## src/hw/rv_core_pkg.sv

```systemverilog
// shared widths, encodings, ALU codes and control structs, imported by every core module
package rv_core_pkg;

  typedef logic [31:0] word_t;
  typedef logic [4:0]  reg_addr_t;
  typedef logic [31:0] insn_t;
  typedef logic [6:0]  opcode_t;
  typedef logic [2:0]  funct3_t;
  typedef logic [6:0]  funct7_t;
  typedef logic [3:0]  alu_op_t;

  // major opcodes kept by this core
  localparam opcode_t OP_LUI     = 7'b01_101_11;
  localparam opcode_t OP_REG_IMM = 7'b00_100_11;
  localparam opcode_t OP_REG_REG = 7'b01_100_11;
  localparam opcode_t OP_BRANCH  = 7'b11_000_11;
  localparam opcode_t OP_ENVIRON = 7'b11_100_11;

  // alternate funct7 picks sub and sra
  localparam funct7_t FUNCT7_BASE = 7'b000_0000;
  localparam funct7_t FUNCT7_ALT  = 7'b010_0000;

  // funct3 for ALU instructions
  localparam funct3_t F3_ADD_SUB = 3'b000;
  localparam funct3_t F3_SLL     = 3'b001;
  localparam funct3_t F3_SLT     = 3'b010;
  localparam funct3_t F3_SLTU    = 3'b011;
  localparam funct3_t F3_XOR     = 3'b100;
  localparam funct3_t F3_SRL_SRA = 3'b101;
  localparam funct3_t F3_OR      = 3'b110;
  localparam funct3_t F3_AND     = 3'b111;

  // funct3 for branches, 010 and 011 are unused
  localparam funct3_t F3_BEQ  = 3'b000;
  localparam funct3_t F3_BNE  = 3'b001;
  localparam funct3_t F3_BLT  = 3'b100;
  localparam funct3_t F3_BGE  = 3'b101;
  localparam funct3_t F3_BLTU = 3'b110;
  localparam funct3_t F3_BGEU = 3'b111;

  localparam alu_op_t ALU_ADD    = 4'd0;
  localparam alu_op_t ALU_SUB    = 4'd1;
  localparam alu_op_t ALU_SLL    = 4'd2;
  localparam alu_op_t ALU_SLT    = 4'd3;
  localparam alu_op_t ALU_SLTU   = 4'd4;
  localparam alu_op_t ALU_XOR    = 4'd5;
  localparam alu_op_t ALU_SRL    = 4'd6;
  localparam alu_op_t ALU_SRA    = 4'd7;
  localparam alu_op_t ALU_OR     = 4'd8;
  localparam alu_op_t ALU_AND    = 4'd9;
  localparam alu_op_t ALU_PASS_B = 4'd10;

  localparam int IMEM_WORDS = 256;
  typedef logic [$clog2(IMEM_WORDS)-1:0] imem_addr_t;

  localparam word_t PC_STEP = 32'd4;

  // decoded control for one instruction
  typedef struct packed {
    reg_addr_t rs1;
    reg_addr_t rs2;
    reg_addr_t rd;
    word_t     imm;
    logic      use_imm;
    alu_op_t   alu_op;
    logic      reg_we;
    logic      is_branch;
    funct3_t   branch_funct;
    logic      is_halt;
  } ctrl_t;

  // writeback trace entry
  typedef struct packed {
    logic      valid;
    reg_addr_t rd;
    word_t     data;
  } wb_t;

endpackage

```

## src/hw/rv_regfile.sv

```systemverilog
// integer register file, two combinational reads and one clocked write with x0 fixed at zero
`timescale 1ns/10ps

module rv_regfile (
  input  logic                  clk,
  input  logic                  rst,
  input  logic                  we,
  input  rv_core_pkg::reg_addr_t rd,
  input  rv_core_pkg::word_t    rd_data,
  input  rv_core_pkg::reg_addr_t rs1,
  input  rv_core_pkg::reg_addr_t rs2,
  output rv_core_pkg::word_t    rs1_data,
  output rv_core_pkg::word_t    rs2_data
);
  import rv_core_pkg::*;

  // x1 to x31, x0 has no storage
  word_t regs [1:31];

  always_ff @(posedge clk) begin
    if (rst) begin
      for (int i = 1; i < 32; i++) begin
        regs[i] <= '0;
      end
    end else if (we && rd != '0) begin
      regs[rd] <= rd_data;
    end
  end

  assign rs1_data = (rs1 == '0) ? '0 : regs[rs1];
  assign rs2_data = (rs2 == '0) ? '0 : regs[rs2];

endmodule

```

## config.mk

```make
export PLATFORM = sky130hd
export DESIGN_NAME = rv_regfile
export DESIGN_NICKNAME = d
export VERILOG_FILES = /design/src/hw/rv_core_pkg.sv /design/src/hw/rv_regfile.sv
export SDC_FILE = /design/constraint.sdc
export NUM_CORES = 2
export LEC_CHECK = 0
export ABC_AREA = 0
export BUFFER_PORTS_ARGS = -buffer_cell sky130_fd_sc_hd__buf_2
export CAP_MARGIN = 20
export CORE_UTILIZATION = 40
export CTS_BUF_LIST = sky130_fd_sc_hd__clkbuf_8 sky130_fd_sc_hd__clkbuf_16
export CTS_CLUSTER_DIAMETER = 40
export DETAILED_ROUTE_END_ITERATION = 10
export GPL_TIMING_DRIVEN = 0
export SLEW_MARGIN = 20
export SYNTH_ARGS = -nofsm -noshare
export SYNTH_HDL_FRONTEND = slang
export SYNTH_SLANG_ARGS = --single-unit
```

## constraint.sdc

```tcl
create_clock -name clk -period 2.4 [get_ports clk]
set_input_delay 0 -clock clk [delete_from_list [all_inputs] [get_ports clk]]
set_output_delay 0 -clock clk [all_outputs]
set_load 0.1 [all_outputs]
```

======== After elaboration in Yosys (flattened, before gate mapping) ========
Memory sizes are Yosys's and may differ from the RTL's.
Cells that the tools add are included.
storage, ports and cells
  memories ................................ 1
  bits of input ports ..................... 50
  word-level logic and storage cells ...... 16
  output and inout port bits .............. 64
  RAM bits ................................ 992
  bits in registers ....................... 0
memories
  name  depth  width  read ports  clocked after memory_dff  wr ports  RTL line          source
  regs  31     32     2           0                         31        rv_regfile.sv:18  word_t regs [1:31];
operators by class
  muxes and demuxes ....................... 10
  reduce and logical (&&, ||, !) cells .... 5
operator list
  kind                 count
  32-bit two-way mux   3
  32-bit OR reduction  1
  5-bit zero test      2
  1-bit two-way mux    6
  5-bit two-way mux    1
  5-bit nonzero test   1
  1-bit logical AND    1

======== Depth between registers and ports, before layout ========
  depth in word-level cells ............... 7
  depth in mapped cells ................... 9
  depth with buffers taken out ............ 4

======== Worst setup path before layout ========
OpenSTA, ideal clock, no wires.
  path kind ............................... input port to output port
  start ................................... input port rs2[0]
  end ..................................... output port rs2_data[30]
  data arrival time ....................... 5.557 ns
  stages .................................. 6
  path buffers ............................ 3
  required time ........................... 2.400 ns
  slack ................................... -3.157 ns
  path through ............................ clkbuf_2 -> buf_6 -> buf_4 -> mux4_2 -> mux2i_1 -> a2111oi_0
between the ends
  longest elaborated chain between the ends .. 2
  elaborated cells between the ends (all ways) .. 3
  classes of those cells .................. 1 x mux; 1 x reduce/logical; 1 x memory
ends and longest elaborated chain
  item                                                        RTL line          source
  start, declared                                             rv_regfile.sv:11  input rv_core_pkg::reg_addr_t rs2,
  memory read 31 x 32 bit or 5-bit zero test (tied branches)  --
  32-bit two-way mux (*)                                      rv_regfile.sv:31  assign rs2_data = (rs2 == '0) ? '0 : regs[rs2];
  end, declared                                               rv_regfile.sv:13  output rv_core_pkg::word_t rs2_data
Every way passes the cells marked *; elsewhere a longest branch is shown, timed or not.

======== Worst setup path after layout ========
  start ................................... input port rs2[1]
  end ..................................... output port rs2_data[14]
The elaborated chain is that of the path after synthesis.

==> impl_metrics.csv <==
group,metric,value,unit
yosys,synth_seq_area_share,0.563,
power,p_clk_frac,0.436,
detailed_routing,drc_errors,0,
floorplanning,die-height,372,um
job,drv_cap,1,
placed_design,placed_area,58400,um2
placed_design,dp_slack,-1.64,ns
detailed_routing,totalWireLength,231000,um
setup_path,critPathBufInv,4,
finish,reg.largest.list,"regs x1024",
clock_network,cts_root_buf,"clkbuf_16",
clock_network,numCtsBuffers,155,
power,power.share.combinational,0.161,
floorplanning,start_util,0.403,
yosys,netlist_instances,3765,
yosys,ys_seq_elements,1024,
placed_design,hpwlAfterDp,156000,um
setup_path,cp.depth,8,
finish,largest_reg_flops,1024,
global_route,grt_use_met3,0.120,
detailed_routing,ant_nets,0,
sta,rsz0062_at_grt,"true",
global_route,antenna_found_initial,10,
power,p_int,0.0374,W
min_path,hp-class,"input pin to flop",
detailed_routing,wl_per_cell,38.2,um
floorplanning,die_w,372,um
detailed_routing,dr_total_vias,39200,
power,leakage,23.8,nW
setup_path,setup.worst_path.start_class,"input pin",
power,p_switching,0.0152,W
detailed_routing,via_per_inst,6.48,
placed_design,gp_congestion,0.979,
global_route,grt_pass1_vias,38500,
sta,finalMaxSlewViolations,11,
yosys,synth_area,54600,um2
finish,utilization,0.500,
floorplanning,fp.dieArea,138000,um2
floorplanning,core,135000,um2
status,violations,"capacitance limit, slew limit, setup timing",
clock_network,cts_tree,"done",
yosys,synth.distinct_cells,44,
setup_path,cp.arrival,2.82,ns
yosys,avgSynthCellArea,14.5,um2
finish,drive_gt1_frac,0.310,
sta,slew_headroom,-0.0282,
global_route,gr-usage-all-layers,0.332,
placed_design,io_buffers,108,
power,seqPwrFrac,0.404,
sta,worstMarginPinSlew,1.54,ns
floorplanning,io_pins,114,
sta,clock.fmax,355,MHz
sta,fin_crit,2.82,ns
sta,timing.final.hold_violations,0,
setup_path,worst-setup-path-type,"input pin to output pin",
global_route,use_met2,0.472,
sta,min_period_over_period,1.17,
setup_path,crit_path_end,"rs2_data[14]",
global_route,grt_overflow_total,0,
power,p_sw_frac,0.289,
setup_path,cp_slowest_cell,"or3b_2",
setup_path,cp-end-kind,"output pin",
sta,setup_slack,-0.420,ns
setup_path,crit_required,2.40,ns
power,power_density,777,nW/um2
sta,fin_tns_setup,-15.04,ns
setup_path,path_delay_family,"buffers and inverters",
setup_path,crit_fanout,10,
global_route,grt_pass1_wl,310000,um
clock_network,cts.clk_slew.worst_paths,0.06,ns
global_route,grt_max_degree,33,
finish,area_growth,23.9,%
finish,largest-register,"regs",
setup_path,critPathLaunch,"rs2[1]",
finish,fin_nets,4186,
clock_network,cts.sinks,1024,
setup_path,critPathMaxStageDelay,0.67,ns
clock_network,cts_max_level,4,
detailed_routing,drtIter0Drc,6266,
detailed_routing,drt_pre_antenna_iters,6,
power,power.total,0.0526,W
global_route,busiest_layer,"met2",
yosys,synth_warnings,0,
sta,finalSetupViolCount,64,
setup_path,worstPathCellList,"buf_2 -> or3b_2 -> buf_8 -> clkdlybuf4s15_2 -> o22ai_2 -> a2111oi_4 -> nor3_4 -> buf_12",
floorplanning,rows,135,
clock_network,clockBufferDepth,3,
global_route,use_met1,0.440,
finish,post-route-cell-area,67700,um2
power,ir_drop,0.758,mV
status,status,"complete, but fails checks",
-- cells in the mapped netlist (all sizes together) --
cell	instances	area, um2
a22oi	104	781
a221oi	4	35.0
a221o	2	20.0
mux2	34	383
mux2i	322	3220
clkbuf	303	1140
nand2b	3	18.8
nand3b	5	37.5
or4	1	7.51
and4b	1	10.0
nand4bb	1	11.3
nor3b	1	7.51
or3	2	12.5
conb	1	3.75
nor2	37	139
nor2b	56	350
nand4b	1	8.76
and2	995	6220
o22ai	51	319
or3b	3	26.3
nand2	6	22.5
and3	3	18.8
nor4b	3	32.5
nand3	4	20.0
nor3	26	130
or2	32	200
mux4	356	8020
o221ai	1	8.76
a22o	51	447
a211oi	47	353
o21ai	36	180
a2111oi	55	522
a21oi	56	280
inv	1	3.75
nor4	33	206
edfxtp	1024	30700
buf	104	682
-- power groups by stage --
stage               logic, W  clock network (W)  registers (W)
finish               0.00845             0.0229         0.0213
floorplan            0.00454                  0         0.0213
detailed placement   0.00692                  0         0.0216
global route         0.00853             0.0235         0.0213
global placement     0.00686                  0         0.0215
CTS                  0.00806             0.0228         0.0212
-- how the worst min path moves through the flow --
stage	cells after the start	start	to	slack, ns
floorplan	0	rd_data[0]	regs[0][0]	0.1
global placement	1	rd_data[7]	regs[0][7]	0.25
detailed placement	1	rd_data[26]	regs[0][26]	0.25
CTS	4	rd[4]	regs[5][2]	0.001
global route	4	rd[3]	regs[5][2]	0.04
finish	2	rd_data[29]	regs[0][29]	0.03
-- repair_timing --
action	in CTS	in global routing
buffers inserted	26	10
pin swaps	145	54
endpoints found under the hold margin	777	0
setup endpoints to repair	64	64
gates cloned	0	0
hold buffers	39	0
resized for setup	689	106
-- stage by stage --
stage                     instances  hold slack [ns]
after floorplan                3796           0.0989
after global placement         5685            0.249
after global routing           6044           0.0447
after CTS                      6035         0.000984
after detailed placement       5690            0.254
final                          6050           0.0267
-- layout by cell type, fill, tap and decap left out, drive strengths merged, types with 3 or more instances in the layout --
cell / count
diode: 6
or2: 32
mux2: 34
a211oi: 47
nand3: 4
inv: 41
nor4: 33
clkinv: 56
nand2: 6
a22oi: 104
a2111oi: 55
a22o: 51
clkinvlp: 15
edfxtp: 1024
a221oi: 4
nor3: 26
mux4: 356
dlygate4sd3: 39
buf: 256
or3b: 3
nand2b: 3
and3: 3
and2: 995
nand3b: 5
clkbuf: 448
mux2i: 322
bufinv: 17
o21ai: 36
conb: 32
nor2: 37
nor2b: 56
clkdlybuf4s15: 3
a21oi: 56
o22ai: 51
nor4b: 3
-- cell families after synthesis --
logic type	after synthesis	synth area share
buffers and inverters	408	0.0334
AND/OR/NAND/NOR	1213	0.137
AO/OA/AOI/OAI	407	0.0539
flip-flops	1024	0.563
other	1	0.0000686
multiplexers	712	0.213
-- final cells by class --
type	count	area (um2)
clock buffers	156	3900
fillers	11500	67800
clock inverters	128	1250
well taps	1781	2230
inverters	1	3.75
diodes	6	15.0
repair buffers	189	1890
flip-flops and latches	1024	30700
multi-input cells	2364	25500
plain buffers	401	2190
-- per-layer routing --
layer / vias up / wire [um]
met4: 8 / 14700
met2: 3147 / 97200
met1: 20200 / 87700
li1: 15200 / -
met3: 679 / 31500
met5: - / 50
No activity file was read; power rests on OpenSTA's default activity.
