`src/hw/rv_core_pkg.sv`:
```
// shared widths, encodings, ALU codes and control structs, imported by every core module
package rv_core_pkg;

  typedef logic [31:0] word_t;
  typedef logic [4:0]  reg_addr_t;
  typedef logic [31:0] insn_t;
  typedef logic [6:0]  opcode_t;
  typedef logic [2:0]  funct3_t;
  typedef logic [6:0]  funct7_t;
  typedef logic [3:0]  alu_op_t;

  // major opcodes kept by this core
  localparam opcode_t OP_LUI     = 7'b01_101_11;
  localparam opcode_t OP_REG_IMM = 7'b00_100_11;
  localparam opcode_t OP_REG_REG = 7'b01_100_11;
  localparam opcode_t OP_BRANCH  = 7'b11_000_11;
  localparam opcode_t OP_ENVIRON = 7'b11_100_11;

  // alternate funct7 picks sub and sra
  localparam funct7_t FUNCT7_BASE = 7'b000_0000;
  localparam funct7_t FUNCT7_ALT  = 7'b010_0000;

  // funct3 for ALU instructions
  localparam funct3_t F3_ADD_SUB = 3'b000;
  localparam funct3_t F3_SLL     = 3'b001;
  localparam funct3_t F3_SLT     = 3'b010;
  localparam funct3_t F3_SLTU    = 3'b011;
  localparam funct3_t F3_XOR     = 3'b100;
  localparam funct3_t F3_SRL_SRA = 3'b101;
  localparam funct3_t F3_OR      = 3'b110;
  localparam funct3_t F3_AND     = 3'b111;

  // funct3 for branches, 010 and 011 are unused
  localparam funct3_t F3_BEQ  = 3'b000;
  localparam funct3_t F3_BNE  = 3'b001;
  localparam funct3_t F3_BLT  = 3'b100;
  localparam funct3_t F3_BGE  = 3'b101;
  localparam funct3_t F3_BLTU = 3'b110;
  localparam funct3_t F3_BGEU = 3'b111;

  localparam alu_op_t ALU_ADD    = 4'd0;
  localparam alu_op_t ALU_SUB    = 4'd1;
  localparam alu_op_t ALU_SLL    = 4'd2;
  localparam alu_op_t ALU_SLT    = 4'd3;
  localparam alu_op_t ALU_SLTU   = 4'd4;
  localparam alu_op_t ALU_XOR    = 4'd5;
  localparam alu_op_t ALU_SRL    = 4'd6;
  localparam alu_op_t ALU_SRA    = 4'd7;
  localparam alu_op_t ALU_OR     = 4'd8;
  localparam alu_op_t ALU_AND    = 4'd9;
  localparam alu_op_t ALU_PASS_B = 4'd10;

  localparam int IMEM_WORDS = 256;
  typedef logic [$clog2(IMEM_WORDS)-1:0] imem_addr_t;

  localparam word_t PC_STEP = 32'd4;

  // decoded control for one instruction
  typedef struct packed {
    reg_addr_t rs1;
    reg_addr_t rs2;
    reg_addr_t rd;
    word_t     imm;
    logic      use_imm;
    alu_op_t   alu_op;
    logic      reg_we;
    logic      is_branch;
    funct3_t   branch_funct;
    logic      is_halt;
  } ctrl_t;

  // writeback trace entry
  typedef struct packed {
    logic      valid;
    reg_addr_t rd;
    word_t     data;
  } wb_t;

endpackage

```
`src/hw/rv_pc_unit.sv`:
```
// pc register with branch resolution, advances one instruction per clock while running
`timescale 1ns/10ps

module rv_pc_unit (
  input  logic                clk,
  input  logic                rst,
  input  logic                run,
  input  rv_core_pkg::ctrl_t  ctrl,
  input  rv_core_pkg::word_t  rs1_data,
  input  rv_core_pkg::word_t  rs2_data,
  output rv_core_pkg::word_t  pc,
  output logic                halt
);
  import rv_core_pkg::*;

  logic  taken;
  word_t pc_next;

  // branch condition
  always_comb begin
    case (ctrl.branch_funct)
      F3_BEQ:  taken = (rs1_data == rs2_data);
      F3_BNE:  taken = (rs1_data != rs2_data);
      F3_BLT:  taken = ($signed(rs1_data) < $signed(rs2_data));
      F3_BGE:  taken = ($signed(rs1_data) >= $signed(rs2_data));
      F3_BLTU: taken = (rs1_data < rs2_data);
      F3_BGEU: taken = (rs1_data >= rs2_data);
      default: taken = 1'b0;
    endcase
  end

  // branch offset comes in the B immediate
  assign pc_next = (ctrl.is_branch && taken) ? pc + ctrl.imm : pc + PC_STEP;

  // ecall stops the pc, so halt holds by itself
  assign halt = ctrl.is_halt;

  always_ff @(posedge clk) begin
    if (rst) begin
      pc <= '0;
    end else if (run && !halt) begin
      pc <= pc_next;
    end
  end

endmodule

```
`config.mk`:
```
export PLATFORM = sky130hd
export DESIGN_NAME = rv_pc_unit
export DESIGN_NICKNAME = d
export VERILOG_FILES = /design/src/hw/rv_core_pkg.sv /design/src/hw/rv_pc_unit.sv
export SDC_FILE = /design/constraint.sdc
export NUM_CORES = 1
export LEC_CHECK = 0
export BUFFER_PORTS_ARGS = -buffer_cell sky130_fd_sc_hd__buf_2
export CAP_MARGIN = 20
export CELL_PAD_IN_SITES_DETAIL_PLACEMENT = 1
export CELL_PAD_IN_SITES_GLOBAL_PLACEMENT = 2
export CORE_MARGIN = 5
export CORE_UTILIZATION = 30
export DETAILED_ROUTE_END_ITERATION = 8
export PLACE_DENSITY_LB_ADDON = 0.1
export SLEW_MARGIN = 10
export SYNTH_ARGS = -nofsm -noshare
export SYNTH_HDL_FRONTEND = slang
export SYNTH_SLANG_ARGS = --single-unit
```
`constraint.sdc`:
```
create_clock -name clk -period 4.3 [get_ports clk]
set_clock_uncertainty 0.15 [all_clocks]
set_input_delay 0 -clock clk [delete_from_list [all_inputs] [get_ports clk]]
set_output_delay 0 -clock clk [all_outputs]
set_load 0.05 [all_outputs]
```
Word-level counts from Yosys, hierarchy flattened
Index checks and enable logic that the tools add are counted.
{"block": "word_totals", "ff_bits": 32}
{"block": "classes", "order_cmp": 4, "muxes": 2, "eq_ne": 7, "addsub": 2, "n_reduce_logical": 4}
{"cell": "greater-or-equal comparator 32 bit", "count": 2}
{"cell": "< comparator 32 bit", "count": 2}
{"cell": "adder 32 x 3 -> 32 bit (second input constant)", "count": 1}
{"cell": "adder 32 bit", "count": 1}
{"cell": "== test 32 bit", "count": 1}
{"cell": "2-to-1 mux 32 bit", "count": 1}
{"cell": "!= test 32 bit", "count": 1}
{"cell": "== test 3 bit (second input constant)", "count": 4}
{"cell": "one-hot mux 1 bit (6 select lines)", "count": 1}
{"cell": "== test 3 x 1 -> 1 bit (second input constant)", "count": 1}
{"cell": "logical NOT 3 bit", "count": 1}
{"cell": "logical AND 1 bit", "count": 2}
{"cell": "logical NOT 1 bit", "count": 1}

Logic depth before layout (Yosys ltp)
{"block": "logic_depth", "word_depth": 4, "ltp_mapped": 14}

Worst setup path before layout
OpenSTA, ideal clock, no wires.
{"block": "synth_path", "path_kind": "register to register", "from": "reg pc[0]", "to": "reg pc[28]", "path_buffers": 0, "slack_ps": 996, "setup_ps": 103, "t_arrival_ps": 3051, "t_required_ps": 4047, "synth_period_minus_slack_ps": 3304, "path_stages_with_launch": 12, "cell_sequence": "dfxtp_1 -> ha_1 -> fa_1 -> a211oi_1 -> o21ai_1 -> or3b_2 -> o31ai_2 -> a21oi_1 -> o21a_1 -> nor2b_1 -> xor2_1 -> a2111oi_2"}
{"block": "synth_between", "elab_chain_len": 2, "word_cells_on_any_way": 3, "cone_classes": "add/sub (2); mux (1)"}
{"element": "from (decl)", "line": "rv_pc_unit.sv:11", "rtl": "output rv_core_pkg::word_t pc,"}
{"element": "from (signal assigned)", "line": "rv_pc_unit.sv:42", "rtl": "pc <= pc_next;"}
{"element": "adder 32 x 3 -> 32 bit / adder 32 bit (equally long branches)", "line": "rv_pc_unit.sv:33", "rtl": "assign pc_next = (ctrl.is_branch && taken) ? pc + ctrl.imm : pc + PC_STEP;"}
{"element": "2-to-1 mux 32 bit *", "line": "rv_pc_unit.sv:33"}
Every way passes the cells marked *; elsewhere a longest branch is shown, timed or not.
A chain may end at the register's enable or synchronous reset.

Worst setup path after layout
{"block": "layout_path", "from": "reg pc[5]", "to": "reg pc[31]"}
The elaborated chain is that of the path after synthesis.

==> metrics.md <==
| Metric | Value |
|---|---|
| Status | `complete, no violations` |
| Post-synth EDFFs | `0` |
| Final Cell Area | `0.00543 mm^2` |
| Core area | `0.0144 mm^2` |
| Critical Path Start Type | `flip-flop` |
| DR iter-0 viols | `154` |
| Maximum VDD drop | `113 uV` |
| Worst Tran Pin Value | `0.742 ns` |
| Initial antenna violation count | `0` |
| Vias in the first global route | `4,846` |
| Final Net Count | `913` |
| Fin. max-slew vios | `0` |
| Fill count | `1,812` |
| WS Path Type | `flip-flop to flip-flop` |
| Synth area leaders | `ha_1 18%, dfxtp_1 15%, a21oi_1 7.9%` |
| CTS root buf | `clkbuf_16` |
| R2r worst-path depth | `12` |
| CTS tree | `yes` |
| Final Hold Viols | `0` |
| Final setup violation count | `0` |
| P_int | `709 uW` |
| Clock Latency Late Sink | `0.28 ns` |
| DRC | `0` |
| Clock tree buffer depth | `2` |
| Crit-path leading delay family | `compound AO/OA/AOI/OAI gates` |
| Fraction of layout cells with a size suffix above 1 | `0.240` |
| Reg2Reg Setup Slack | `0.64 ns` |
| P&R area growth vs syn | `24.6%` |
| Clock network fraction of total power | `0.332` |
| Num ports | `158` |
| Min-delay src | `ctrl[12]` |
| Yosys cell types | `64` |
| Mapped Nets | `777` |
| CP max FO | `7` |
| Max Cap Viol | `0` |
| Grt ovf | `0` |
| Register area share after synthesis | `0.147` |
| Crit share post-route | `0.850` |
| Routed wire length per instance | `16.0 um` |
| Top reg by flops | `pc` |
| Comb pwr share | `0.374` |
| H-tree depth | `2` |
| Share of the synthesized area in the top cell type | `0.184` |
| Initial Util | `0.303` |
| Post-CTS Resized | `0` |
| CP max stage cell | `o31ai_1` |
| Hold Path Sink | `pc[1]$_SDFFE_PP0P_` |
| DR vias | `4,819` |
| Total CTS buffers | `5` |
| RSZ-0062 raised after global routing | `no` |
| Critical Path Most Common Cell | `o21ai_0` |
| Die Height | `131 um` |
| Biggest regs | `pc (32)` |
| Synthesis warning total | `0` |
| Post-synth ARST share | `0` |
| GRT Overall Usage | `0.166` |
| Placed cells | `899` |
| Leakage | `0.00265 uW` |
| Mapped Avg Cell Area | `7.43 um^2` |
| Clk slew on worst S/H paths | `0.05 ns` |
| HPWL Detailed | `11,900 um` |
| CTS Hold Bufs | `1` |
| Largest net degree at the start of global routing | `37` |
| Via-to-Cell Ratio | `5.31` |
| Max reg flops | `32` |
| Crit path cell chain | `ha_1 > nand2_1 > o21ai_0 > o32ai_1 > buf_4 > o31ai_1 > a21oi_1 > o31a_1 > a211o_1 > and3_1 > o21ai_0 > a31oi_1` |
| First-pass GRT wire length | `23,300 um` |
| Die width | `131 um` |
| HP Class | `input pin to flip-flop` |
| Port Buffer Count | `136` |
| RD Place Congestion | `0.776` |
| DRT Wirelength | `14,500 um` |
| First-pass iteration count of the detailed router | `4` |
| Setup TNS Final | `0 ns` |
| Reg-to-reg endpoint | `pc[31]$_SDFFE_PP0P_` |
| Post-place instance area | `0.00528 mm^2` |
| RR Startpoint | `pc[5]$_SDFFE_PP0P_` |
| Slew HR | `0.505` |
| Sw Pwr | `389 uW` |
| CP max stage delay | `0.56 ns` |
| Data arrival, critical path | `3.63 ns` |
| Sequential power share | `0.294` |
| Max Clk Rate | `273 MHz` |
| Minimum clock period | `3.66 ns` |
| Leading area contributor after synthesis | `ha_1` |
| Antenna-violating nets left | `0` |
| Multi-input logic area | `0.00344 mm^2` |
| Cell count after synthesis | `587` |
| N_diodes | `0` |
| Sequential cell area | `641 um^2` |
| Row count | `44` |
| Sw Ratio | `0.355` |
| FF+latch count, synth | `32` |
| WP buf/inv | `1` |
| Post-CTS Setup Inserts | `0` |
| End-of-flow core utilization | `0.378` |
| Clock Sink Count | `32` |
| Req. time, crit path | `4.28 ns` |
| Main synth FF type | `dfxtp_1` |
| CP Capture Type | `flip-flop` |
| Mapped Area | `0.00436 mm^2` |
| Die area | `0.0170 mm^2` |
| Post-Layout Cell Count | `908` |
| Hold path depth | `4` |
| PD cells | `202 mW/mm^2` |
-- cell usage in the layout, fill, tap and decap left out, types with 6 or more instances in the layout --
master	netlist	layout
buf_2	4	136
a21oi_1	69	69
ha_1	64	64
inv_1	46	46
nor2_1	46	46
nand2_1	35	35
dfxtp_1	32	32
nand3_1	25	25
o21ai_0	21	21
nand4_1	19	19
a21o_1	19	19
xnor2_1	18	18
o21ai_1	13	13
buf_4	2	12
mux2i_1	11	11
nor3_1	11	11
and3_1	11	11
a211oi_1	10	10
xor2_1	9	9
o21a_1	8	8
nor2b_1	8	7
nand2b_1	6	6
o22ai_1	6	6
-- routing by layer --
metal | vias to the layer above | wire length (um) | GRT usage
met5 | - | 0 | 0
met4 | 0 | 108 | 0.0212
met3 | 6 | 473 | 0.0195
met2 | 71 | 6910 | 0.284
met1 | 2299 | 7000 | 0.230
li1 | 2443 | - | -
-- synth_stat cells (all sizes together) (11+ instances only) --
cell type  number
a21o           19
nor2           47
o21ai          34
nand3          25
nor3           11
nand4          19
xnor2          18
a21oi          69
nand2          35
ha             64
mux2i          11
a211oi         12
dfxtp          32
clkbuf         12
and3           11
inv            46
-- worst max path at each step --
stage | start | endpoint | slack (ns) | cells after the start
global placement | rs2_data[31] | pc[27]$_SDFFE_PP0P_ | 0.74 | 13
floorplan | pc[0]$_SDFFE_PP0P_ | pc[28]$_SDFFE_PP0P_ | 1.0 | 11
finish | pc[5]$_SDFFE_PP0P_ | pc[31]$_SDFFE_PP0P_ | 0.64 | 12
detailed placement | rs2_data[31] | pc[24]$_SDFFE_PP0P_ | 0.60 | 13
global route | pc[5]$_SDFFE_PP0P_ | pc[31]$_SDFFE_PP0P_ | 0.49 | 12
CTS | pc[5]$_SDFFE_PP0P_ | pc[31]$_SDFFE_PP0P_ | 0.68 | 12
-- power by group through the flow --
stage,sequential (uW),clock (uW),combinational (uW)
final,323,364,411
after global routing,325,388,458
after CTS,323,375,416
after detailed placement,329,0,412
after global placement,329,0,402
after floorplan,363,0,243
-- kinds of logic (layout without fill, tap and decap cells) --
kind of cell / after synthesis / count (layout) / share of synthesized area
AO/OA/AOI/OAI: 194 / 194 / 0.292
XOR/XNOR: 27 / 27 / 0.0542
adder cells (fa/ha/maj): 65 / 65 / 0.188
buffers and inverters: 67 / 204 / 0.0640
flip-flops: 32 / 32 / 0.147
multiplexers: 16 / 16 / 0.0382
AND/OR/NAND/NOR: 186 / 186 / 0.216
-- cell type report --
type	instances	area share
inverters	46	0.0318
multi-input cells	488	0.634
well taps	184	0.0424
repair buffers	150	0.147
clock buffers	8	0.0269
flip-flops and latches	32	0.118
-- through the flow --
stage | hold WS, ns | worst slack, ns | power, uW
after floorplan | -0.0811 | 0.996 | 606
after global placement | 0.164 | 0.736 | 731
final | 0.00277 | 0.643 | 1100
after CTS | 0.00704 | 0.680 | 1110
after detailed placement | 0.171 | 0.601 | 742
after global routing | 0.0590 | 0.488 | 1170
-- tightest hold or removal path: stages --
cell     delay [ns]
buf_2          0.10
fa_1           0.16
mux2i_1        0.06
nor2_1         0.07
(Power assumes the default switching activity.)
