`src/hw/rv_core_pkg.sv`:
```
// shared widths, encodings, ALU codes and control structs, imported by every core module
package rv_core_pkg;

  typedef logic [31:0] word_t;
  typedef logic [4:0]  reg_addr_t;
  typedef logic [31:0] insn_t;
  typedef logic [6:0]  opcode_t;
  typedef logic [2:0]  funct3_t;
  typedef logic [6:0]  funct7_t;
  typedef logic [3:0]  alu_op_t;

  // major opcodes kept by this core
  localparam opcode_t OP_LUI     = 7'b01_101_11;
  localparam opcode_t OP_REG_IMM = 7'b00_100_11;
  localparam opcode_t OP_REG_REG = 7'b01_100_11;
  localparam opcode_t OP_BRANCH  = 7'b11_000_11;
  localparam opcode_t OP_ENVIRON = 7'b11_100_11;

  // alternate funct7 picks sub and sra
  localparam funct7_t FUNCT7_BASE = 7'b000_0000;
  localparam funct7_t FUNCT7_ALT  = 7'b010_0000;

  // funct3 for ALU instructions
  localparam funct3_t F3_ADD_SUB = 3'b000;
  localparam funct3_t F3_SLL     = 3'b001;
  localparam funct3_t F3_SLT     = 3'b010;
  localparam funct3_t F3_SLTU    = 3'b011;
  localparam funct3_t F3_XOR     = 3'b100;
  localparam funct3_t F3_SRL_SRA = 3'b101;
  localparam funct3_t F3_OR      = 3'b110;
  localparam funct3_t F3_AND     = 3'b111;

  // funct3 for branches, 010 and 011 are unused
  localparam funct3_t F3_BEQ  = 3'b000;
  localparam funct3_t F3_BNE  = 3'b001;
  localparam funct3_t F3_BLT  = 3'b100;
  localparam funct3_t F3_BGE  = 3'b101;
  localparam funct3_t F3_BLTU = 3'b110;
  localparam funct3_t F3_BGEU = 3'b111;

  localparam alu_op_t ALU_ADD    = 4'd0;
  localparam alu_op_t ALU_SUB    = 4'd1;
  localparam alu_op_t ALU_SLL    = 4'd2;
  localparam alu_op_t ALU_SLT    = 4'd3;
  localparam alu_op_t ALU_SLTU   = 4'd4;
  localparam alu_op_t ALU_XOR    = 4'd5;
  localparam alu_op_t ALU_SRL    = 4'd6;
  localparam alu_op_t ALU_SRA    = 4'd7;
  localparam alu_op_t ALU_OR     = 4'd8;
  localparam alu_op_t ALU_AND    = 4'd9;
  localparam alu_op_t ALU_PASS_B = 4'd10;

  localparam int IMEM_WORDS = 256;
  typedef logic [$clog2(IMEM_WORDS)-1:0] imem_addr_t;

  localparam word_t PC_STEP = 32'd4;

  // decoded control for one instruction
  typedef struct packed {
    reg_addr_t rs1;
    reg_addr_t rs2;
    reg_addr_t rd;
    word_t     imm;
    logic      use_imm;
    alu_op_t   alu_op;
    logic      reg_we;
    logic      is_branch;
    funct3_t   branch_funct;
    logic      is_halt;
  } ctrl_t;

  // writeback trace entry
  typedef struct packed {
    logic      valid;
    reg_addr_t rd;
    word_t     data;
  } wb_t;

endpackage

```
`src/hw/rv_decoder.sv`:
```
// instruction decoder, turns a fetched word into the control struct for the single-cycle core
`timescale 1ns/10ps

module rv_decoder (
  input  rv_core_pkg::insn_t  insn,
  output rv_core_pkg::ctrl_t  ctrl
);
  import rv_core_pkg::*;

  opcode_t opcode;
  funct3_t funct3;
  funct7_t funct7;
  word_t   imm_i;
  word_t   imm_b;
  word_t   imm_u;
  logic    f7_base;
  logic    f7_alt;
  logic    has_alt;
  logic    is_shift;

  assign opcode = insn[6:0];
  assign funct3 = insn[14:12];
  assign funct7 = insn[31:25];

  // sign-extended immediates
  assign imm_i = {{20{insn[31]}}, insn[31:20]};
  assign imm_b = {{19{insn[31]}}, insn[31], insn[7], insn[30:25], insn[11:8], 1'b0};
  assign imm_u = {insn[31:12], 12'd0};

  assign f7_base  = (funct7 == FUNCT7_BASE);
  assign f7_alt   = (funct7 == FUNCT7_ALT);
  // only add/sub and the right shifts have an alternate form
  assign has_alt  = (funct3 == F3_ADD_SUB) || (funct3 == F3_SRL_SRA);
  assign is_shift = (funct3 == F3_SLL) || (funct3 == F3_SRL_SRA);

  function automatic alu_op_t alu_from_funct3(input funct3_t f3, input logic alt);
    alu_op_t op;
    case (f3)
      F3_ADD_SUB: op = alt ? ALU_SUB : ALU_ADD;
      F3_SLL:     op = ALU_SLL;
      F3_SLT:     op = ALU_SLT;
      F3_SLTU:    op = ALU_SLTU;
      F3_XOR:     op = ALU_XOR;
      F3_SRL_SRA: op = alt ? ALU_SRA : ALU_SRL;
      F3_OR:      op = ALU_OR;
      F3_AND:     op = ALU_AND;
    endcase
    return op;
  endfunction

  always_comb begin
    ctrl     = '0;
    ctrl.rs1 = insn[19:15];
    ctrl.rs2 = insn[24:20];
    ctrl.rd  = insn[11:7];
    case (opcode)
      OP_LUI: begin
        ctrl.imm     = imm_u;
        ctrl.use_imm = 1'b1;
        ctrl.alu_op  = ALU_PASS_B;
        ctrl.reg_we  = 1'b1;
      end
      OP_REG_IMM: begin
        ctrl.imm     = imm_i;
        ctrl.use_imm = 1'b1;
        // addi has no sub form, so alt only matters for srai
        ctrl.alu_op  = alu_from_funct3(funct3, f7_alt && funct3 == F3_SRL_SRA);
        // shift immediates carry funct7 in the upper bits
        ctrl.reg_we  = !is_shift || f7_base || (f7_alt && funct3 == F3_SRL_SRA);
      end
      OP_REG_REG: begin
        ctrl.alu_op = alu_from_funct3(funct3, f7_alt);
        ctrl.reg_we = f7_base || (f7_alt && has_alt);
      end
      OP_BRANCH: begin
        ctrl.imm          = imm_b;
        ctrl.branch_funct = funct3;
        // funct3 010 and 011 are not branches
        ctrl.is_branch    = (funct3[2:1] != 2'b01);
      end
      OP_ENVIRON: begin
        ctrl.is_halt = (insn[31:7] == '0);
      end
      default: begin
        // unknown opcode is a no-op
      end
    endcase
  end

endmodule

```
`config.mk`:
```
export PLATFORM = sky130hd
export DESIGN_NAME = rv_decoder
export DESIGN_NICKNAME = d
export VERILOG_FILES = /design/src/hw/rv_core_pkg.sv /design/src/hw/rv_decoder.sv
export SDC_FILE = /design/constraint.sdc
export NUM_CORES = 1
export LEC_CHECK = 0
export ABC_AREA = 1
export BUFFER_PORTS_ARGS = -buffer_cell sky130_fd_sc_hd__clkbuf_2
export CELL_PAD_IN_SITES_DETAIL_PLACEMENT = 1
export CELL_PAD_IN_SITES_GLOBAL_PLACEMENT = 1
export CORE_MARGIN = 10
export CORE_UTILIZATION = 23
export DETAILED_ROUTE_END_ITERATION = 6
export GPL_TIMING_DRIVEN = 0
export PLACE_DENSITY_LB_ADDON = 0.1
export SYNTH_ARGS = -nofsm -noshare
export SYNTH_HDL_FRONTEND = slang
export SYNTH_SLANG_ARGS = --single-unit
export TNS_END_PERCENT = 100
```
`constraint.sdc`:
```
create_clock -name vclk -period 1.5
set_input_delay 0.15 -clock vclk [all_inputs]
set_output_delay 0.15 -clock vclk [all_outputs]
set_load 0.02 [all_outputs]
```
# Word-level counts from Yosys, hierarchy flattened
# Index checks and enable logic that the tools add are counted.
# Widths: inputs -> output; s select.
[totals]
register_bits = 0
latch_bits = 0
ram_bits = 0
romBits = 0
input_bits = 32
wordCells = 37
memories = 0
[classes]
n_addsub = 0
mul = 0
div_mod_pow = 0
n_lt_le_gt_ge = 0
n_eq_ne = 14
n_shift = 0
muxes = 11
bitwise = 0
reduce_logical = 12
[op_table]
columns = ["operator", "count"]
rows = [
  ["$pmux 32 s3", 1],
  ["$pmux 4 s8", 2],
  ["$logic_not 25->1", 1],
  ["$eq 7x6->1 const B", 3],
  ["$pmux 5 s3", 1],
  ["$eq 7x7->1 const B", 2],
  ["$eq 3x3->1 const B", 4],
  ["$eq 7x5->1 const B", 1],
  ["$logic_not 7->1", 1],
  ["$eq 3x2->1 const B", 2],
  ["$mux 1", 6],
  ["$logic_or 1x1->1", 5],
  ["$mux 4", 1],
  ["$eq 3x1->1 const B", 1],
  ["$logic_not 3->1", 1],
  ["$logic_and 1x1->1", 2],
  ["$ne 2x1->1 const B", 1],
  ["$reduce_or 2->1", 1],
  ["$logic_not 1->1", 1],
]

# Longest topological paths before layout
# Gate-level depths: netlist of run 1.
[logic_depth]
depth_word = 6
depth_mapped = 8
mapped_depth_nobuf = 7

# Worst setup path after synthesis of run 1
# OpenSTA, ideal clock, no wires.
[synth_path]
kind = "input to output"
start = "input insn[2]"
end = "output ctrl[18] in the netlist's numbering"
t_arrival_ns = 1.055
t_required_ns = 1.350
path_slack_ns = 0.295
stages = 6
path_cell_list = "inv_2 > nand2_2 > nor2_4 > nand3_2 > buf_2 > a21oi_1"
[synth_lines]
columns = ["element", "line", "source"]
rows = [
  ["start, declared", "rv_decoder.sv:5", "input rv_core_pkg::insn_t insn,"],
  ["end, declared", "rv_decoder.sv:6", "output rv_core_pkg::ctrl_t ctrl"],
]

==> results.py, run 1 <==
metrics = {
    "final_layout": {
        "drive_above_1_share": 0.598,
        "antennaDiodeCount": 0,
        "multi_input_area_sq_um": 591,
        "final_nets": 278,
        "nFlopsAndLatches": 0,
        "ff_latch_area_sq_um": 0,
        "fillCellCount": 513,
        "final_util": 0.405,
        "area_growth_pct": 65.7,
        "clockBufferCount": 0,
    },
    "setup_path": {
        "required_ns": 1.35,
        "startpoint": "insn[5]",
        "start_kind": "primary input",
        "endpoint_kind": "output pin",
        "worstSetupPathType": "primary input to output pin",
        "critPathMaxFanout": 10,
        "endpoint": "ctrl[24]",
        "cp.arrival_ns": 1.23,
    },
    "timing": {
        "worst_pin_slew_ns": 0.468,
        "rsz0062_at_grt": "true",
        "hold_violations": 0,
        "period_share": 0.919,
        "fin_crit_ns": 1.38,
        "drv_slew": 0,
        "fmax_ghz": 0.725,
        "slew_headroom": 0.685,
        "setup-violations-final": 0,
    },
    "power_and_ir_drop": {
        "comb_power_share": 1.000,
        "power_uw": 246,
        "pwr_density_cell_nw_per_um2": 178,
        "intPower_uw": 98.1,
        "swShare": 0.602,
        "p_seq_frac": 0,
        "pwr-share-clk": 0,
        "max-vdd-ir-drop_v": 0.0000940,
        "p_leak_uw": 0.000906,
        "p_sw_uw": 148,
    },
    "yosys": {
        "ys_types": 22,
        "netlist_instances": 152,
        "syn_area_per_cell_sq_um": 5.49,
        "syn_nets": 184,
        "syn_area_sq_um": 835,
        "yosys_warnings": 0,
        "ys_seq_area_frac": 0,
    },
    "detailed_routing": {
        "wl_per_cell_microns": 14.2,
        "firstDrtPassIters": 4,
        "num_vias": 1271,
        "drt-initial-drc-count": 53,
        "ant_nets": 0,
        "drc": 0,
        "viasPerCell": 4.38,
        "wl_microns": 4130,
    },
    "placed_design": {
        "place.gp.congestion": 0.772,
        "place.port_buffers": 90,
        "dpl.hpwl_microns": 3560,
    },
    "global_routing": {
        "grt_start_max_net_pins": 11,
        "grt_pass1_wl_microns": 6460,
        "antenna_found_initial": 0,
        "grt_overflow_total": 0,
        "grt_usage": 0.118,
        "grt_pass1_vias": 1324,
    },
    "floorplan": {
        "die_y_microns": 80.2,
        "core_area_sq_um": 3420,
        "initial_core_util": 0.244,
        "dieArea_sq_um": 6440,
        "fp.dieW_microns": 80.2,
        "boundaryPins": 90,
        "rows": 21,
    },
    "flow_run": {
        "cap_violations": 0,
    },
    "cts": {
        "hold_buffers": 0,
    },
    "run_status": {
        "status": "finished, final reports clean",
    },
    "hold_path": {
        "hold_path.class": "primary input to output pin",
    },
}
## power by group through the flow
| stage | clock network (uW) | registers [uW] | logic [uW] |
|---|---|---|---|
| floorplan | 0 | 0 | 143 |
| global placement | 0 | 0 | 242 |
| detailed placement | 0 | 0 | 244 |
| CTS | 0 | 0 | 245 |
| global route | 0 | 0 | 271 |
| finish | 0 | 0 | 246 |
## cells in the final DEF (no fill, tap or decap), drive strengths merged
master and instances:
nor3 4, a21oi 8, inv 29, nand3b 1, o22ai 5, xor2 1, clkbuf 90, o21ai 20
nor2 21, nand4 3, nand3 11, buf 23, nand2 28
## layer usage
metal  share of wire  global-route usage  vias up
met5               0                   0        -
met4               0                   0        0
met3            0.11              0.0367        0
met2            0.47               0.205       54
met1            0.43               0.147      557
li1                -                   -      660
## worst max-delay path, stage by stage
cell and delay (ns):
clkbuf_2 0.13, nand2_1 0.11, nor2_4 0.14, nand2_2 0.10
buf_2 0.24, o21ai_2 0.16, clkbuf_2 0.19
## stage by stage
stage                TNS [ns]  area, sq um  hold WS (ns)  worst slack, ns  std cells
floorplan                   0          835         0.413            0.295        152
global placement            0         1340         0.634           0.0573        288
detailed placement          0         1340         0.633           0.0589        288
CTS                         0         1340         0.633           0.0559        288
global route        -0.000513         1380         0.645        -0.000513        290
finish                      0         1380         0.629            0.121        290
## final cells by class
| class | instances | share of cell area |
|---|---|---|
| inverter | 29 | 0.0787 |
| multi-input combinational | 102 | 0.427 |
| tap | 46 | 0.0416 |
| timing repair buffer | 92 | 0.337 |
| buffer | 21 | 0.116 |
## logic make-up after synthesis
group,count (synthesis),synth area share
simple gates,68,0.387
buf+inv,50,0.316
compound gates,33,0.286
xor+xnor,1,0.0105
## Yosys cell counts
cell,n,share of area
inv_2,3,0.013
nor2_4,1,0.013
nor3_2,1,0.012
buf_6,2,0.027
nand3_1,10,0.060
nor2_2,1,0.0075
nor2_1,19,0.085
xor2_1,1,0.010
o21ai_0,1,0.0060
buf_2,4,0.024
nand2_2,7,0.052
o21ai_2,18,0.19
o21ai_1,1,0.0060
o22ai_1,5,0.037
nand3b_1,1,0.0090
nor3_1,3,0.018
nand3_2,1,0.012
nand2_1,21,0.094
a21oi_1,8,0.048
buf_4,15,0.13
inv_1,26,0.12
nand4_1,3,0.022
## timing repair
| item | 4_1_cts | 5_1_grt |
|---|---|---|
| buffers inserted | 0 | 2 |
| setup endpoints to repair | 0 | 28 |
| resized for setup | 0 | 8 |
## worst min-delay path by stage
stage / from / slack (ns) / end / cells after the start
floorplan: insn[7] / 0.41 / ctrl[43] / 1
global placement: insn[21] / 0.63 / ctrl[49] / 3
detailed placement: insn[24] / 0.63 / ctrl[52] / 3
CTS: insn[19] / 0.63 / ctrl[57] / 3
global route: insn[22] / 0.65 / ctrl[50] / 3
finish: insn[24] / 0.63 / ctrl[52] / 3
(Power assumes the default switching activity.)
==> inputs of run 2 (changes only) <==
--- a/config.mk
+++ b/config.mk
@@ -10,7 +10,7 @@
 export CELL_PAD_IN_SITES_DETAIL_PLACEMENT = 1
 export CELL_PAD_IN_SITES_GLOBAL_PLACEMENT = 1
 export CORE_MARGIN = 10
-export CORE_UTILIZATION = 23
+export CORE_UTILIZATION = 19
 export DETAILED_ROUTE_END_ITERATION = 6
 export GPL_TIMING_DRIVEN = 0
 export PLACE_DENSITY_LB_ADDON = 0.1
==> constraint.sdc (replaced) <==
create_clock -name vclk -period 1.1
set_input_delay 0.11 -clock vclk [all_inputs]
set_output_delay 0.11 -clock vclk [all_outputs]
set_load 0.02 [all_outputs]
==> run 2 against run 1 <==
- the flow now finishes with violations (negative setup slack)
- count of clock-buffer cells in the layout unchanged
- die area up 16%
- combinational power up 83%
- flip-flop and latch count unchanged
- routed wire length up 17%
- sequential share of layout area unchanged
- worst setup slack worse by 0.32 ns
- via count up 7.3%
- cell count up 6.9%
- highest routed layer unchanged
==> results.py, run 2 (synthesized netlist as in run 1, its figures left out) <==
metrics = {
    "run_status": {
        "status": "finished with violations",
        "violations": "negative setup slack",
    },
    "placed_design": {
        "dp.cells": 294,
        "dpl.hpwl_microns": 3810,
        "place_area_sq_um": 1350,
        "place.gp.congestion": 0.734,
        "place.port_buffers": 90,
    },
    "floorplan": {
        "dieArea_sq_um": 7440,
        "initial_core_util": 0.194,
        "core_area_sq_um": 4290,
        "fp.dieW_microns": 86.3,
        "boundaryPins": 90,
        "die_y_microns": 86.3,
        "rows": 24,
    },
    "timing": {
        "hold_violations": 0,
        "drv_slew": 0,
        "rsz0062_at_grt": "true",
        "slew_headroom": 0.819,
        "fmax_ghz": 0.770,
        "period_share": 1.18,
        "worst_pin_slew_ns": 0.270,
        "fin_crit_ns": 1.30,
        "setup-violations-final": 43,
        "fin_ws_ns": -0.199,
    },
    "power_and_ir_drop": {
        "pwr_density_cell_nw_per_um2": 215,
        "intPower_uw": 196,
        "swShare": 0.565,
        "pwr-share-clk": 0,
        "comb_power_share": 1.000,
        "p_seq_frac": 0,
        "max-vdd-ir-drop_v": 0.000120,
        "p_leak_uw": 0.00111,
        "p_sw_uw": 255,
        "power_uw": 450,
    },
    "global_routing": {
        "antenna_found_initial": 0,
        "grt_pass1_wl_microns": 7320,
        "grt_start_max_net_pins": 11,
        "grt_usage": 0.116,
        "grt_overflow_total": 0,
        "grt_pass1_vias": 1457,
    },
    "setup_path": {
        "start_kind": "primary input",
        "cp_num_buf_inv": 4,
        "crit_cells": 10,
        "critPathSlowestCell": "clkbuf_16",
        "critPathMaxFanout": 5,
        "path_common_cell": "nand2_4",
        "crit_family": "buffers and inverters",
        "cp_cell_sequence": "buf_4, inv_2, nand2_2, nor2_4, nand2_4, nand2_4, nand2_8, clkbuf_16, o21ai_2, clkbuf_8",
        "worstSetupPathType": "primary input to output pin",
        "max_stage_delay_ns": 0.17,
        "cp.arrival_ns": 1.19,
        "endpoint_kind": "output pin",
        "required_ns": 0.99,
    },
    "final_layout": {
        "final_util": 0.488,
        "antennaDiodeCount": 0,
        "mostFrequentLayoutCells": "buf_4 (42), clkbuf_2 (42), inv_1 (15)",
        "fillCellCount": 528,
        "design_area_sq_um": 2100,
        "ff_latch_area_sq_um": 0,
        "nFlopsAndLatches": 0,
        "stdcell_count": 310,
        "drive_above_1_share": 0.748,
        "final_nets": 292,
        "area_growth_pct": 151,
        "clockBufferCount": 0,
    },
    "hold_path": {
        "min-delay-start": "insn[17]",
        "min_path_cells": 3,
        "hold_path.class": "primary input to output pin",
        "hold_end": "ctrl[55]",
    },
    "cts": {
        "hold_buffers": 0,
    },
    "detailed_routing": {
        "ant_nets": 0,
        "wl_per_cell_microns": 15.6,
        "wl_microns": 4850,
        "drt-initial-drc-count": 23,
        "num_vias": 1364,
        "drc": 0,
        "firstDrtPassIters": 4,
        "viasPerCell": 4.40,
    },
    "flow_run": {
        "cap_violations": 0,
    },
}
==> run 2: cell count changes in the layout (fill, tap and decap cells not counted), moves of 10 or more <==
cell,change
inv_1,-11
buf_4,+25
o21ai_2,-10
buf_8,+11
clkbuf_2,-46
o21ai_4,+10
==> run 2: how the worst max path moves through the flow <==
stage / startpoint / endpoint / slack (ns)
2_1_floorplan: insn[2] / ctrl[12] / -0.02
3_3_place_gp: insn[2] / ctrl[36] / -0.28
3_5_place_dp: insn[2] / ctrl[13] / -0.28
4_1_cts: insn[2] / ctrl[24] / -0.20
5_1_grt: insn[2] / ctrl[31] / -0.27
6_report: insn[6] / ctrl[31] / -0.20
==> run 2: power groups by stage <==
stage / Sequential [uW] / Clock (uW) / Combinational (uW)
global route: 0 / 0 / 488
global placement: 0 / 0 / 333
floorplan: 0 / 0 / 195
detailed placement: 0 / 0 / 336
finish: 0 / 0 / 450
CTS: 0 / 0 / 363
==> run 2: timing repair <==
action	CTS	global route
cloned	0	2
setup buffers	5	9
setup endpoints to repair	43	43
pin swaps	3	14
gates resized for setup	71	115
==> run 2: area by class of cell <==
| cell class | instances | area [sq um] | share of cell area |
|---|---|---|---|
| Buffer | 21 | 206 | 0.0984 |
| Tap cell | 52 | 65.1 | 0.0310 |
| Multi-Input combinational cell | 102 | 816 | 0.389 |
| Timing Repair Buffer | 106 | 888 | 0.424 |
| Inverter | 29 | 121 | 0.0579 |
==> run 2: per-layer routing <==
layer  vias to the layer above  global-route usage  wire length, microns
li1                        688                   -                     -
met1                       628               0.130                  1930
met2                        48               0.217                  2450
met3                         0              0.0422                   473
met4                         0                   0                     0
met5                         -                   0                     0
==> run 2: through the flow <==
| step | setup slack (ns) | TNS [ns] | hold slack (ns) |
|---|---|---|---|
| after global placement | -0.277 | -9.46 | 0.552 |
| after detailed placement | -0.276 | -9.42 | 0.553 |
| after global routing | -0.267 | -8.65 | 0.566 |
| after CTS | -0.205 | -6.76 | 0.553 |
| after floorplan | -0.0210 | -0.105 | 0.333 |
| final | -0.199 | -5.57 | 0.550 |
